File: config.mk
export PLATFORM = sky130hd
export DESIGN_NAME = arcade_input_top
export DESIGN_NICKNAME = d
export VERILOG_FILES = /design/src/arcade_input_pkg.sv /design/src/ps2_key_decoder.sv /design/src/player_input_slice.sv /design/src/control_collector.sv /design/src/dip_switch_bank.sv /design/src/arcade_input_top.sv
export VERILOG_INCLUDE_DIRS = /design/src /design/src/include
export SDC_FILE = /design/constraint.sdc
export NUM_CORES = 1
export LEC_CHECK = 0
export BUFFER_PORTS_ARGS = -buffer_cell sky130_fd_sc_hd__buf_2
export CORE_MARGIN = 1.5
export CORE_UTILIZATION = 53
export CTS_CLUSTER_SIZE = 30
export DETAILED_ROUTE_END_ITERATION = 10
export PLACE_DENSITY = 0.81
export SYNTH_ARGS = -nofsm -noshare
export SYNTH_HDL_FRONTEND = slang
export SYNTH_HIERARCHICAL = 1
export SYNTH_SLANG_ARGS = --single-unit
File: constraint.sdc
create_clock -name clk_sys -period 2.51 [get_ports clk_sys]
set_input_delay 0.1255 -clock clk_sys [delete_from_list [all_inputs] [get_ports clk_sys]]
set_output_delay 0.1255 -clock clk_sys [all_outputs]
set_load 0.02 [all_outputs]
File: src/include/arcade_input_defines.svh
// Shared constants for the arcade player-control front end.
// Include in any RTL or testbench file that needs player counts,
// joystick bit positions, PS/2 scancodes or the DIP download index.
`ifndef ARCADE_INPUT_DEFINES_SVH
`define ARCADE_INPUT_DEFINES_SVH

`define NUM_PLAYERS         4

// Joystick word bit positions
`define JOY_START_BIT       10
`define JOY_COIN_BIT        11
`define JOY_START2_ALT_BIT  12
`define JOY_PAUSE_BIT       13

// DIP switch download
`define DIP_INDEX           8'd254
`define NUM_DIP_BYTES       3

// PS/2 set 2 scancodes
// Arrows are extended (E0 prefix)
`define SC_UP               8'h75
`define SC_DOWN             8'h72
`define SC_LEFT             8'h6b
`define SC_RIGHT            8'h74
`define SC_LCTRL            8'h14
`define SC_LALT             8'h11
`define SC_R                8'h2d
`define SC_F                8'h2b
`define SC_D                8'h23
`define SC_G                8'h34
`define SC_A                8'h1c
`define SC_S                8'h1b
`define SC_1                8'h16
`define SC_2                8'h1e
`define SC_3                8'h26
`define SC_4                8'h25
`define SC_5                8'h2e
`define SC_6                8'h36
`define SC_7                8'h3d
`define SC_8                8'h3e
`define SC_P                8'h4d

`endif

File: src/arcade_input_pkg.sv
// Vector types shared by the input front end RTL and its testbench.
// Refer to them with scoped names, e.g. arcade_input_pkg::joy_word_t.
package arcade_input_pkg;

    // {toggle, pressed, extended, scancode[7:0]}
    typedef logic [10:0] ps2_key_t;

    // One joystick word from the host
    typedef logic [15:0] joy_word_t;

    // Bits 0..3 right, left, down, up; bits 4..9 buttons
    typedef logic [9:0]  player_ctrl_t;

    // 0..9 control bit, 10 start, 11 coin
    typedef logic [3:0]  key_func_t;

    typedef logic [1:0]  player_idx_t;

    typedef logic [7:0]  dip_byte_t;

    // Byte 2 in the top bits, byte 0 in the bottom bits
    typedef logic [23:0] dip_bank_t;

endpackage

File: src/ps2_key_decoder.sv
// Turns PS/2 key events into per-player key strobes.
// A new event is seen when the toggle bit flips; mapped keys give one
// key_valid strobe, a press of P gives one pause_key pulse instead.
`timescale 1ns/100ps
`include "arcade_input_defines.svh"

module ps2_key_decoder (
    input  logic                          clk_sys,
    input  logic                          rst_n,
    input  arcade_input_pkg::ps2_key_t    ps2_key,
    output logic                          key_valid,
    output arcade_input_pkg::player_idx_t key_player,
    output arcade_input_pkg::key_func_t   key_func,
    output logic                          key_pressed,
    output logic                          pause_key
);

    arcade_input_pkg::ps2_key_t key_q;
    logic                       tog_q;
    logic                       new_evt;
    // {hit, pause, player[1:0], func[3:0]}
    logic [7:0]                 map_ent;

    assign new_evt = key_q[10] ^ tog_q;

    //////////////////////////////////////////////////
    // Scancode table
    //////////////////////////////////////////////////
    always_comb begin
        case ({key_q[8], key_q[7:0]})
            {1'b1, `SC_RIGHT}: map_ent = {2'b10, 2'd0, 4'd0};
            {1'b1, `SC_LEFT}:  map_ent = {2'b10, 2'd0, 4'd1};
            {1'b1, `SC_DOWN}:  map_ent = {2'b10, 2'd0, 4'd2};
            {1'b1, `SC_UP}:    map_ent = {2'b10, 2'd0, 4'd3};
            {1'b0, `SC_LCTRL}: map_ent = {2'b10, 2'd0, 4'd4};
            {1'b0, `SC_LALT}:  map_ent = {2'b10, 2'd0, 4'd5};
            // Player 2 on the left hand side of the keyboard
            {1'b0, `SC_G}:     map_ent = {2'b10, 2'd1, 4'd0};
            {1'b0, `SC_D}:     map_ent = {2'b10, 2'd1, 4'd1};
            {1'b0, `SC_F}:     map_ent = {2'b10, 2'd1, 4'd2};
            {1'b0, `SC_R}:     map_ent = {2'b10, 2'd1, 4'd3};
            {1'b0, `SC_A}:     map_ent = {2'b10, 2'd1, 4'd4};
            {1'b0, `SC_S}:     map_ent = {2'b10, 2'd1, 4'd5};
            // Start keys
            {1'b0, `SC_1}:     map_ent = {2'b10, 2'd0, 4'd10};
            {1'b0, `SC_2}:     map_ent = {2'b10, 2'd1, 4'd10};
            {1'b0, `SC_3}:     map_ent = {2'b10, 2'd2, 4'd10};
            {1'b0, `SC_4}:     map_ent = {2'b10, 2'd3, 4'd10};
            // Coin keys
            {1'b0, `SC_5}:     map_ent = {2'b10, 2'd0, 4'd11};
            {1'b0, `SC_6}:     map_ent = {2'b10, 2'd1, 4'd11};
            {1'b0, `SC_7}:     map_ent = {2'b10, 2'd2, 4'd11};
            {1'b0, `SC_8}:     map_ent = {2'b10, 2'd3, 4'd11};
            {1'b0, `SC_P}:     map_ent = {2'b11, 2'd0, 4'd0};
            default:           map_ent = 8'h00;
        endcase
    end

    //////////////////////////////////////////////////
    // Event detection and strobes
    //////////////////////////////////////////////////
    always_ff @(posedge clk_sys or negedge rst_n) begin
        if (!rst_n) begin
            key_q     <= '0;
            tog_q     <= 1'b0;
            key_valid <= 1'b0;
            pause_key <= 1'b0;
        end else begin
            key_q     <= ps2_key;
            tog_q     <= key_q[10];
            key_valid <= new_evt & map_ent[7] & ~map_ent[6];
            // Only the press of P counts
            pause_key <= new_evt & map_ent[7] & map_ent[6] & key_q[9];
        end
    end

    // Event payload, qualified by key_valid downstream
    always_ff @(posedge clk_sys) begin
        if (new_evt) begin
            key_player  <= map_ent[5:4];
            key_func    <= map_ent[3:0];
            key_pressed <= key_q[9];
        end
    end

endmodule

File: src/player_input_slice.sv
// One player's input slice. Tracks that player's keyboard keys and
// merges them with the player's joystick word into registered outputs.
// PLAYER selects which key events from the decoder belong here.
`timescale 1ns/100ps
`include "arcade_input_defines.svh"

module player_input_slice #(
    parameter int PLAYER = 0
) (
    input  logic                           clk_sys,
    input  logic                           rst_n,
    input  logic                           key_valid,
    input  arcade_input_pkg::player_idx_t  key_player,
    input  arcade_input_pkg::key_func_t    key_func,
    input  logic                           key_pressed,
    input  arcade_input_pkg::joy_word_t    joystick,
    output arcade_input_pkg::player_ctrl_t controls,
    output logic                           start_req,
    output logic                           coin_req,
    output logic                           alt_start,
    output logic                           pause_btn
);

    // Ten controls, then start (10) and coin (11)
    logic [11:0] kb_bits;
    logic [11:0] kb_next;

    always_comb begin
        kb_next = kb_bits;
        if (key_valid && key_player == arcade_input_pkg::player_idx_t'(PLAYER)
                && key_func < 4'd12) begin
            kb_next[key_func] = key_pressed;
        end
    end

    // Outputs use the next keyboard state so a key shows one cycle after its strobe
    always_ff @(posedge clk_sys or negedge rst_n) begin
        if (!rst_n) begin
            kb_bits   <= '0;
            controls  <= '0;
            start_req <= 1'b0;
            coin_req  <= 1'b0;
            alt_start <= 1'b0;
            pause_btn <= 1'b0;
        end else begin
            kb_bits   <= kb_next;
            controls  <= kb_next[9:0] | joystick[9:0];
            start_req <= kb_next[10] | joystick[`JOY_START_BIT];
            coin_req  <= kb_next[11] | joystick[`JOY_COIN_BIT];
            alt_start <= joystick[`JOY_START2_ALT_BIT];
            pause_btn <= joystick[`JOY_PAUSE_BIT];
        end
    end

endmodule

File: src/control_collector.sv
// Gathers start, coin and pause from all player slices.
// Start 2 also fires from the alternate start bit of any joystick.
// Pause toggles on each rising edge of the combined pause level and is
// forced on while the OSD is open if the OSD pause option is set.
`timescale 1ns/100ps
`include "arcade_input_defines.svh"

module control_collector (
    input  logic                    clk_sys,
    input  logic                    rst_n,
    input  logic [`NUM_PLAYERS-1:0] start_req,
    input  logic [`NUM_PLAYERS-1:0] coin_req,
    input  logic [`NUM_PLAYERS-1:0] alt_start,
    input  logic [`NUM_PLAYERS-1:0] pause_btn,
    input  logic                    pause_key,
    input  logic                    osd_pause_en,
    input  logic                    osd_status,
    output logic [`NUM_PLAYERS-1:0] start,
    output logic [`NUM_PLAYERS-1:0] coin,
    output logic                    pause_cpu
);

    logic [`NUM_PLAYERS-1:0] start_next;
    logic                    pause_lvl;
    logic                    pause_prev;
    logic                    pause_tog;

    //////////////////////////////////////////////////
    // Start and coin
    //////////////////////////////////////////////////
    always_comb begin
        start_next    = start_req;
        // Shared start 2 alias
        start_next[1] = start_req[1] | (|alt_start);
    end

    always_ff @(posedge clk_sys or negedge rst_n) begin
        if (!rst_n) begin
            start <= '0;
            coin  <= '0;
        end else begin
            start <= start_next;
            coin  <= coin_req;
        end
    end

    //////////////////////////////////////////////////
    // Pause toggle
    //////////////////////////////////////////////////
    assign pause_lvl = (|pause_btn) | pause_key;

    always_ff @(posedge clk_sys or negedge rst_n) begin
        if (!rst_n) begin
            pause_prev <= 1'b0;
            pause_tog  <= 1'b0;
        end else begin
            pause_prev <= pause_lvl;
            if (pause_lvl && !pause_prev) begin
                pause_tog <= ~pause_tog;
            end
        end
    end

    assign pause_cpu = pause_tog | (osd_pause_en & osd_status);

endmodule

File: src/dip_switch_bank.sv
// DIP switch bytes loaded through the download port.
// Bytes reset to all ones since the switches are active low; only the
// bytes the core uses are kept, higher addresses are dropped.
`timescale 1ns/100ps
`include "arcade_input_defines.svh"

module dip_switch_bank (
    input  logic                        clk_sys,
    input  logic                        rst_n,
    input  logic                        ioctl_wr,
    input  logic [7:0]                  ioctl_index,
    input  logic [24:0]                 ioctl_addr,
    input  arcade_input_pkg::dip_byte_t ioctl_dout,
    output arcade_input_pkg::dip_bank_t dip_sw
);

    logic dip_wr;

    assign dip_wr = ioctl_wr && (ioctl_index == `DIP_INDEX);

    genvar i;
    generate
        for (i = 0; i < `NUM_DIP_BYTES; i++) begin : g_byte
            arcade_input_pkg::dip_byte_t dip_q;

            always_ff @(posedge clk_sys or negedge rst_n) begin
                if (!rst_n) begin
                    dip_q <= 8'hff;
                end else if (dip_wr && ioctl_addr == 25'(i)) begin
                    dip_q <= ioctl_dout;
                end
            end

            // Byte 0 lands in the low bits
            assign dip_sw[8*i +: 8] = dip_q;
        end
    endgenerate

endmodule

File: src/arcade_input_top.sv
// Player-control front end of the arcade core.
// PS/2 decoder feeds four player slices, the collector builds start,
// coin and pause, and the DIP bank sits alongside on the download port.
`timescale 1ns/100ps
`include "arcade_input_defines.svh"

module arcade_input_top (
    input  logic                           clk_sys,
    input  logic                           rst_n,
    input  arcade_input_pkg::ps2_key_t     ps2_key,
    input  arcade_input_pkg::joy_word_t    joystick_p1,
    input  arcade_input_pkg::joy_word_t    joystick_p2,
    input  arcade_input_pkg::joy_word_t    joystick_p3,
    input  arcade_input_pkg::joy_word_t    joystick_p4,
    input  logic                           osd_pause_en,
    input  logic                           osd_status,
    input  logic                           ioctl_wr,
    input  logic [7:0]                     ioctl_index,
    input  logic [24:0]                    ioctl_addr,
    input  arcade_input_pkg::dip_byte_t    ioctl_dout,
    output arcade_input_pkg::player_ctrl_t controls_p1,
    output arcade_input_pkg::player_ctrl_t controls_p2,
    output arcade_input_pkg::player_ctrl_t controls_p3,
    output arcade_input_pkg::player_ctrl_t controls_p4,
    output logic [`NUM_PLAYERS-1:0]        start,
    output logic [`NUM_PLAYERS-1:0]        coin,
    output logic                           pause_cpu,
    output arcade_input_pkg::dip_bank_t    dip_sw
);

    logic                           key_valid;
    arcade_input_pkg::player_idx_t  key_player;
    arcade_input_pkg::key_func_t    key_func;
    logic                           key_pressed;
    logic                           pause_key;

    arcade_input_pkg::joy_word_t    joy [`NUM_PLAYERS];
    arcade_input_pkg::player_ctrl_t ctrl [`NUM_PLAYERS];
    logic [`NUM_PLAYERS-1:0]        start_req;
    logic [`NUM_PLAYERS-1:0]        coin_req;
    logic [`NUM_PLAYERS-1:0]        alt_start;
    logic [`NUM_PLAYERS-1:0]        pause_btn;

    assign joy[0] = joystick_p1;
    assign joy[1] = joystick_p2;
    assign joy[2] = joystick_p3;
    assign joy[3] = joystick_p4;

    assign controls_p1 = ctrl[0];
    assign controls_p2 = ctrl[1];
    assign controls_p3 = ctrl[2];
    assign controls_p4 = ctrl[3];

    ps2_key_decoder u_ps2_key_decoder (
        .clk_sys     (clk_sys),
        .rst_n       (rst_n),
        .ps2_key     (ps2_key),
        .key_valid   (key_valid),
        .key_player  (key_player),
        .key_func    (key_func),
        .key_pressed (key_pressed),
        .pause_key   (pause_key)
    );

    //////////////////////////////////////////////////
    // Player slices
    //////////////////////////////////////////////////
    genvar p;
    generate
        for (p = 0; p < `NUM_PLAYERS; p++) begin : g_player
            player_input_slice #(
                .PLAYER (p)
            ) u_player_input_slice (
                .clk_sys     (clk_sys),
                .rst_n       (rst_n),
                .key_valid   (key_valid),
                .key_player  (key_player),
                .key_func    (key_func),
                .key_pressed (key_pressed),
                .joystick    (joy[p]),
                .controls    (ctrl[p]),
                .start_req   (start_req[p]),
                .coin_req    (coin_req[p]),
                .alt_start   (alt_start[p]),
                .pause_btn   (pause_btn[p])
            );
        end
    endgenerate

    control_collector u_control_collector (
        .clk_sys      (clk_sys),
        .rst_n        (rst_n),
        .start_req    (start_req),
        .coin_req     (coin_req),
        .alt_start    (alt_start),
        .pause_btn    (pause_btn),
        .pause_key    (pause_key),
        .osd_pause_en (osd_pause_en),
        .osd_status   (osd_status),
        .start        (start),
        .coin         (coin),
        .pause_cpu    (pause_cpu)
    );

    dip_switch_bank u_dip_switch_bank (
        .clk_sys     (clk_sys),
        .rst_n       (rst_n),
        .ioctl_wr    (ioctl_wr),
        .ioctl_index (ioctl_index),
        .ioctl_addr  (ioctl_addr),
        .ioctl_dout  (ioctl_dout),
        .dip_sw      (dip_sw)
    );

endmodule

* Word level (Yosys, flattened, before mapping) *
Cells that the tools add are included.

cells by class
  $lt $le $gt $ge = 3
  equality and inequality tests = 27
  mux-type cells = 11
  bitwise gates (word level) = 23
  reduce and logical (&&, ||, !) cells = 19

operators by type and width
  cell                                                                   count
  8-bit case mux with 21 select lines                                    1
  9-bit by 6-bit == test with 1-bit output, second input constant        10
  9-bit by 5-bit == test with 1-bit output, second input constant        6
  12-bit bitwise mux                                                     4
  12-bit two-way mux                                                     4
  10-bit OR                                                              4
  9-bit == test, second input constant                                   4
  25-bit by 1-bit == test with 1-bit output, second input constant       1
  25-bit by 2-bit == test with 1-bit output, second input constant       1
  25-bit logical NOT                                                     1
  1-bit logical AND                                                      14
  1-bit OR                                                               11
  9-bit by 7-bit == test with 1-bit output, second input constant        1
  8-bit == test, second input constant                                   1
  4-bit OR reduction                                                     2
  1-bit bitwise AND                                                      5
  4-bit by 5-bit < comparator with 1-bit output, second input constant   1
  1-bit demux with 4-bit select                                          1
  2-bit == test, second input constant                                   2
  4-bit by 1-bit >= comparator with 1-bit output, second input constant  1
  4-bit < comparator, second input constant                              1
  2-bit by 1-bit == test with 1-bit output, second input constant        1
  2-bit logical NOT                                                      1
  1-bit inverter                                                         2
  other kinds (3)                                                        3

word-level totals
  register bits after elaboration = 159
  input port bits = 121

* Longest topological paths before layout *
Gate-level depths: netlist of the first run.

  word-level depth = 7
  gate-level depth with buffers = 6
  mapped depth without buffers = 5

* Hierarchy *
Netlist of the first run, hierarchy kept.

modules (own cells, without submodules)
  module                                                      instances  cells an instance  area each (um^2)  sequential area each (um^2)
  player_input_slice at g_player[1].u_player_input_slice ...  2          95                 1,164.9           650.6
  player_input_slice at g_player[3].u_player_input_slice      1          94                 1,172.4           650.6
  player_input_slice at g_player[0].u_player_input_slice      1          93                 1,119.8           650.6
  ps2_key_decoder                                             1          102                1,089.8           560.5
  dip_switch_bank                                             1          62                 1,078.5           630.6
  control_collector                                           1          19                 301.5             250.2

* Worst setup path after synthesis of the first run *
No wires, ideal clock.

  path type = reg2reg
  from = register u_ps2_key_decoder.key_player[1]
  to = register g_player[0].u_player_input_slice.kb_bits[2]
  setup time = 0.128 ns
  arrival time = 1.780 ns
  required time = 2.382 ns
  path slack = 0.603 ns
  stages on the path, launching flop included = 5
  path through = edfxtp_1 -> or4b_1 -> buf_6 -> nor3_2 -> mux2_1

on the way
  word-level cells in the longest chain between the ends = 4

ends and longest elaborated chain
  item                                             RTL line                  RTL
  start: declaration                               ps2_key_decoder.sv:12     output arcade_input_pkg::player_idx_t key_player,
  start signal: assignment                         ps2_key_decoder.sv:80     key_player <= map_ent[5:4];
  2-bit logical NOT                                player_input_slice.sv:30  if (key_valid && key_player == arcade_input_pkg::player_idx_t'(PLAYER)
  1-bit logical AND                                player_input_slice.sv:30
  1-bit logical AND                                player_input_slice.sv:31  && key_func < 4'd12) begin
  12-bit two-way mux                               player_input_slice.sv:30
  net g_player[0].u_player_input_slice.kb_next[2]  player_input_slice.sv:26  logic [11:0] kb_next;
  end signal: assignment                           player_input_slice.sv:46  kb_bits <= kb_next;
  end: declaration                                 player_input_slice.sv:25  logic [11:0] kb_bits;

The timed path passes the listed nets, and every way through them passes these cells.
A chain may end at the register's enable or synchronous reset.

* Worst setup path in the final report of the first run *
  from = register u_ps2_key_decoder.key_q[2]
  to = register u_ps2_key_decoder.key_func[0] (data pin)

on the way
  word-level cells in the longest chain between the ends = 2

ends and longest elaborated chain
  item                                                              RTL line               RTL
  start: declaration                                                ps2_key_decoder.sv:18  arcade_input_pkg::ps2_key_t key_q;
  start signal: assignment                                          ps2_key_decoder.sv:69  key_q <= ps2_key;
  9-bit by 7-bit == test with 1-bit output (tied with other cells)  ps2_key_decoder.sv:30  case ({key_q[8], key_q[7:0]})
  8-bit case mux with 21 select lines (*)                           ps2_key_decoder.sv:30
  net u_ps2_key_decoder.map_ent[0]                                  ps2_key_decoder.sv:22  logic [7:0] map_ent;
  end signal: assignment                                            ps2_key_decoder.sv:81  key_func <= map_ent[3:0];
  end: declaration                                                  ps2_key_decoder.sv:13  output arcade_input_pkg::key_func_t key_func,

Mark *: on every way through the listed nets, which the timed path passes. The rest lies on a longest branch.

==> metrics.txt, run 1 <==
status=finished clean; Slew Limit Fails=0; number of diodes=0; CP required=approximately 2.7 ns; multi-input logic area=0.00276 sq mm; clk_lat worst skew=between 0.4 and 0.5 ns; Max clock buf depth=2; Hold WC Path Type=primary input to register; CTS tree=built; via count=around 5600; ys async rst share=between 90% and 100%; P&R area growth vs syn=33.9%; fin crit period=roughly 2.1 ns; hpwl dp=approximately 11000 um; CTS Sinks=159; post-synthesis cell area=between 0.007 and 0.008 sq mm; Die Width=approximately 120 um; max-cap check violation count=0; slew margin rel.=roughly 45%; 1st-iter DRT viols=roughly 380; syn nets=681; Post-synth top flop=dfrtp_1; # DRC=0; post-route ant nets=0; Final Wtd Congestion=between 0.9 and 1; Tcrit/Tclk final=between 80 and 90%; VDD IR-drop max=between 0.4 and 0.5 mV; setup tns final=0 ns; CP arrival=2.26 ns; number of setup violations in the final report=0; post-synthesis cell type count=74; CTS Buf Count=17; Worst setup SP type=register; fmax=475 MHz; Slew @ Worst Pin=0.829 ns; sequential area share after synthesis=about 57%; initial antenna violation count=0; Synth Warn #=6; Pre-antenna DRT Iters=5; top-area cell type share of the netlist area=a little under half; Root Driver=clkbuf_16; PD cells=roughly 610 mW/mm^2; final hold viol count=0; largest net degree at the start of global routing=between 60 and 70; RSZ-0062 raised after global routing=no; Setup Skew=around 0.0068 ns; Storage cell area=between 0.004 and 0.005 sq mm; placed instance count=slightly above 900; share of cells above drive strength 1=about two fifths; Gate Count Post-Synth=560; vias in the first global route=approximately 5700; Post-synth EDFFs=7; Finished Layout Cells=~1000; FF+latch count, synth=159; H-tree depth=4; final wirelength=around 17000 um; via/cell ratio=between 5 and 6; Die Ht=about 120 um; leakage=between 4 and 5 nW; Avg WL per Cell=17.1 um; fill cell count=862; Critical Path Fanout Max=12; Synth area leader=dfrtp_1; Die ar.=approximately 0.014 sq mm; Worst-path clk slew=0.06 ns; I/O Buffers=about 190; post-CTS setup buffer count=0; Final nets=between 900 and 1000; Overflow after GRT=0; Initial Utilization=54.0%; top post-synthesis cells by area=dfrtp_1 45%, dfstp_2 8.9%, mux2_2 4.3%; top-level port count=194; kind of end point of the critical path=register; row cnt=between 40 and 50; gr usage total=between 20% and 30%; synthesized area per cell=~13 sq um; critical path type=register to register; first-pass GRT wire length=~28000 um; floorplan core area=between 0.01 and 0.015 sq mm
==> what timing repair did <==
item,4_1_cts,5_1_grt
endpoints found under the hold margin,132,0
hold buffers,74,0
resized for setup,0,0
==> kinds of logic after synthesis <==
| group | share of synthesized area, % |
|---|---|
| AOI/OAI and AO/OA | 12.2 |
| xor gates and xnor gates | 0.371 |
| buffers and inverters | 4.11 |
| DFF | 57.0 |
| muxes | 7.85 |
| and+or+nand+nor | 18.4 |
==> flip-flops by register name, indices dropped and copies added (netlist names), 4 cells and up <==
name and count:
u_ps2_key_decoder/key_q 11, u_control_collector/coin 4, u_control_collector/start 4, g_player.u_player_input_slice/kb_bits 48
g_player.u_player_input_slice/coin_req 4, u_dip_switch_bank/g_byte.dip_q 24, g_player.u_player_input_slice/alt_start 4, u_ps2_key_decoder/key_func 4
g_player.u_player_input_slice/pause_btn 4, g_player.u_player_input_slice/start_req 4, g_player.u_player_input_slice/controls 40
==> stage by stage <==
stage,hold slack (ns),area [sq um],total power [W],utilization (%),setup slack (ns)
after floorplan,-0.170,7090,0.00305,-,0.603
after global placement,0.0819,8190,0.00329,62.3,0.535
after detailed placement,0.0843,8190,0.00331,62.3,0.460
after CTS,0.0160,9500,0.00582,72.3,0.456
after global routing,0.0250,9500,0.00601,72.3,0.285
final,0.0238,9500,0.00578,72.3,0.403
==> layer usage <==
layer | up-vias | share of wire, % | global-route usage [%]
li1 | 2602 | - | -
met1 | 2741 | 38 | 29.0
met2 | 236 | 54 | 46.0
met3 | 44 | 6.0 | 4.83
met4 | 0 | 2.3 | 8.73
met5 | - | 0 | 0
==> cell usage after synthesis (4+ instances only) <==
master and count:
nand2b_1 9, o21ai_0 6, inv_1 26, buf_6 7, dfrtp_1 128, o21ai_1 12, buf_2 8, a21oi_1 4
nor3_1 13, edfxtp_1 7, o31ai_1 20, a21o_1 15, nand4_1 5, a211o_1 14, o211ai_1 12, mux2_1 10
nor2b_1 5, nor4_1 10, or3_1 8, nand2b_4 5, nor2_1 41, nand3_1 8, dfstp_2 24, nand4b_1 5
mux2_2 27, nor3_2 12, buf_4 6, mux2i_1 14, nand2_1 21
==> cell usage in the layout (no fill, tap or decap), types with 4 or more instances in the layout <==
master,Yosys,routed
dlygate4sd3_1,0,74
buf_2,8,184
a21oi_1,4,4
nand2_1,21,21
nand2b_1,9,9
buf_4,6,10
nand4_1,5,5
nor3_1,13,13
clkbuf_16,0,18
o21ai_0,6,6
o31ai_1,20,20
clkinv_4,0,5
nor3_2,12,12
nor2b_1,5,5
edfxtp_1,7,7
inv_1,26,26
nand3_1,8,8
a21o_1,15,15
nand2b_4,5,5
or3_1,8,8
dfstp_2,24,24
dfrtp_1,128,128
mux2_2,27,27
a211o_1,14,14
nor4_1,10,10
mux2_1,10,10
o21ai_1,12,12
o211ai_1,12,12
mux2i_1,14,14
nand4b_1,5,5
nor2_1,41,41
==> final timing paths <==
kind	start	slack [ns]	cells after the start	to
max reg2reg	u_ps2_key_decoder/key_q[2]$_DFF_PN0_	0.40	5	u_ps2_key_decoder/key_func[0]$_DFFE_PN_
min	joystick_p3[3]	0.02	3	g_player[2].u_player_input_slice/controls[3]$_DFF_PN0_
max	u_ps2_key_decoder/key_q[2]$_DFF_PN0_	0.40	5	u_ps2_key_decoder/key_func[0]$_DFFE_PN_
min in group asynchronous	rst_n	0.19	2	g_player[3].u_player_input_slice/kb_bits[0]$_DFF_PN0_
max in group asynchronous	rst_n	1.41	3	g_player[1].u_player_input_slice/controls[2]$_DFF_PN0_
min reg2reg	g_player[3].u_player_input_slice/start_req$_DFF_PN0_	0.35	0	u_control_collector/start[3]$_DFF_PN0_
==> power breakdown <==
group	switching [W]	internal, W
logic	0.000350	0.000279
registers	0.0000580	0.00267
clock network	0.00105	0.00137
total	0.00146	0.00432
==> cell type report <==
type                    count  share of cell area (%)
clock buffers              19                    4.89
clock inverters            13                    1.07
inverters                  27                    1.07
multi-input cells         347                    29.0
flip-flops and latches    159                    42.6
well taps                 176                    2.32
repair buffers            272                    19.0
==> critical path: stages (launching register included) <==
cell and delay (ns):
dfrtp_1 0.62, nor2b_1 0.16, nor2b_1 0.18, o21ai_0 0.19, a2111oi_0 0.15, or4b_1 0.53
Power figures use the tool's default switching activity.
==> run 2: changes to the inputs <==
ABC_AREA = 1   (was default)
PLACE_DENSITY = 0.8   (was 0.81)
clock period = 2.2 ns   (was 2.51 ns; I/O delays follow)
==> metrics.txt, run 2 <==
Die ar.=0.0148 sq mm (+5.1%); gr usage total=24.7% (-0.32 points); floorplan core area=0.0138 sq mm (+5.2%); fmax=575 MHz (+21%); first-pass GRT wire length=28700 um (+3.7%); critical path type=register to register; post-synthesis cell type count=32 (-57%); Die Width=122 um (+2.5%); max-cap check violation count=0 (unchanged); Tcrit/Tclk final=79.1% (-4.8 points); row cnt=43 (+2.4%); share of cells above drive strength 1=23.5% (-16 points); most flop-heavy register=g_player.u_player_input_slice/kb_bits; post-synthesis cell area=0.00746 sq mm (+5.2%); ys async rst share=95.6% (unchanged); via/cell ratio=4.75 (-14%); sequential area share after synthesis=54.2% (-2.8 points); Synth area leader=dfrtp_1; Worst-path clk slew=0.07 ns (about the same); final wirelength=17400 um (+0.53%); Avg WL per Cell=12.3 um (-28%); post-place setup slack=0.506 ns (+0.0453 ns); VDD IR-drop max=0.503 mV (+21%); final hold viol count=0 (unchanged); P&R area growth vs syn=32.7%; number of diodes=0 (unchanged); FF+latch count, synth=159 (unchanged); leakage=5.62 nW (+24%); number of setup violations in the final report=0 (unchanged); WHS Path Cells=5 (+2); Worst setup SP type=register; Slew @ Worst Pin=0.865 ns (+0.0359 ns); Slew Limit Fails=0 (unchanged); clk_lat worst skew=0.41 ns (about the same); most frequent cells in the layout=338 x nand2_1, 184 x buf_2, 175 x inv_1, 128 x dfrtp_1, 98 x nand3_1; Critical R2R Launch=u_ps2_key_decoder/key_func[3]$_DFFE_PN_; top-area cell type share of the netlist area=42.9% (-2.2 points); top-level port count=194 (unchanged); Die Ht=122 um (+2.5%); CTS Sinks=159 (unchanged); Final Wtd Congestion=0.859 (-12%); hold_sp=ioctl_wr; Post-synth top cells=338 x nand2_1, 175 x inv_1, 128 x dfrtp_1; 1st-iter DRT viols=477 (+27%); largest net degree at the start of global routing=153 (+140%); Max clock buf depth=2 (unchanged); Post-synth EDFFs=7 (unchanged); Synth Warn #=6 (unchanged); max reg flops=48 (unchanged); via count=6721 (+20%); CTS Buf Count=17 (unchanged); slew margin rel.=42.3% (-2.2 points); Critical Path Fanout Max=23 (+11); hpwl dp=11400 um (-0.11%); I/O Buffers=185 (unchanged); synthesized area per cell=7.86 sq um (-38%); fin crit period=1.74 ns (-0.367 ns); Final nets=1342 (+42%); H-tree depth=4 (unchanged); status=finished clean; Finished Layout Cells=1414 (+40%); vias in the first global route=6610 (+16%); syn nets=1070 (+57%); biggest registers after layout=g_player.u_player_input_slice/kb_bits (48), g_player.u_player_input_slice/controls (40), u_dip_switch_bank/g_byte.dip_q (24); Setup Skew=0.00599 ns (-0.000824 ns); kind of end point of the critical path=register; Initial Utilization=54.0% (about the same); initial antenna violation count=0 (unchanged); Hold WC Path Type=primary input to register; Pre-antenna DRT Iters=5 (unchanged); fill cell count=1056 (+23%); Overflow after GRT=0 (unchanged); hold slack=0.0965 ns (+0.0727 ns); reg2reg path depth=6 (+1); # DRC=0 (unchanged); placed instance count=1306 (+44%); post-CTS setup buffer count=0 (unchanged); setup tns final=0 ns (unchanged); CP required=2.48 ns (-0.18 ns); post-route ant nets=0 (unchanged); most common cell in the netlist=nand2_1; Gate Count Post-Synth=949 (+69%); worst setup slack after layout=0.460 ns (+0.0567 ns); commonest non-fill, non-tap cell in the layout=nand2_1; Root Driver=clkbuf_16; RSZ-0062 raised after global routing=no; CP arrival=2.02 ns (-0.24 ns); Post-synth top flop=dfrtp_1; top post-synthesis cells by area=dfrtp_1 43%, nand2_1 17%, inv_1 8.8%; start point of the critical path=u_ps2_key_decoder/key_func[3]$_DFFE_PN_; PD cells=668 mW/mm^2 (+9.7%); CTS tree=built
[run 2: cell types whose count changed after synthesis, moves of 12 or more]
cell and delta:
mux2i_1 -14, mux2_2 -27, nor2_2 +14, o31ai_1 -20, nor3_2 -12, nand3_1 +90, nor2_4 +14, a211o_1 -14
a21o_1 -15, nand2_1 +317, nor2_1 +46, inv_1 +149
[run 2: worst paths after layout]
kind                                                                     endpoint  slack, ns
setup / recovery           g_player[1].u_player_input_slice/controls[3]$_DFF_PN0_       0.46
hold / removal                   u_dip_switch_bank/g_byte[0].dip_q[0]$_DFFE_PN1P_        0.1
setup reg to reg           g_player[1].u_player_input_slice/controls[3]$_DFF_PN0_       0.46
hold reg to reg                            u_control_collector/start[3]$_DFF_PN0_       0.35
max in group asynchronous  g_player[3].u_player_input_slice/controls[9]$_DFF_PN0_       1.18
min in group asynchronous  g_player[2].u_player_input_slice/controls[5]$_DFF_PN0_       0.32
[run 2: repair_timing]
action                    4_1_cts  5_1_grt
hold buffers                   76        0
gates resized for setup         0        0
hold endpoints to repair      219        0
[run 2: cell families (layout without fill, tap and decap cells)]
logic type                after synthesis  count (layout)  share of synthesized area, %
xor gates and xnor gates                1               1                         0.117
buffers and inverters                 196             481                          10.6
and+or+nand+nor                       578             578                          33.9
DFF                                   159             159                          54.2
AOI/OAI and AO/OA                      15              15                          1.22
[run 2: power by group]
group | internal [W] | switching, W | leakage (nW)
Clock | 0.00164 | 0.00116 | 0.279
Sequential | 0.00305 | 0.0000736 | 1.92
Combinational | 0.000289 | 0.000400 | 3.41
[run 2: stage by stage]
stage,power (W),utilization (%),instance area (sq um)
global route,0.00689,71.6,9900
CTS,0.00667,71.6,9900
finish,0.00662,71.6,9900
floorplan,0.00347,-,7460
global placement,0.00374,61.9,8560
detailed placement,0.00375,61.9,8560
[run 2: final cells by class]
type	instances	area (sq um)	area share [%]
Multi-Input combinational cell	594	2630	26.5
Tap cell	180	225	2.27
Timing Repair Buffer	265	1740	17.5
Inverter	184	693	7.00
Sequential cell	159	4040	40.8
Clock inverter	10	72.6	0.733
Clock buffer	22	507	5.12
[run 2: routing by layer]
layer  vias up  share of wire (%)  wire length (um)  global-route usage [%]
li1       3385                  -                 -                       -
met1      3101                 40              7020                    28.3
met2       192                 53              9190                    45.0
met3        43                3.7               646                    4.92
met4         0                2.9               510                    10.2
met5         -                  0                 0                       0
[run 2: worst max-delay path, cell delays in order, from the launching register on]
cell,delay (ns)
edfxtp_1,0.65
nand2_1,0.18
inv_2,0.05
nor2_4,0.38
inv_1,0.13
nand2_1,0.11
nand3_1,0.10
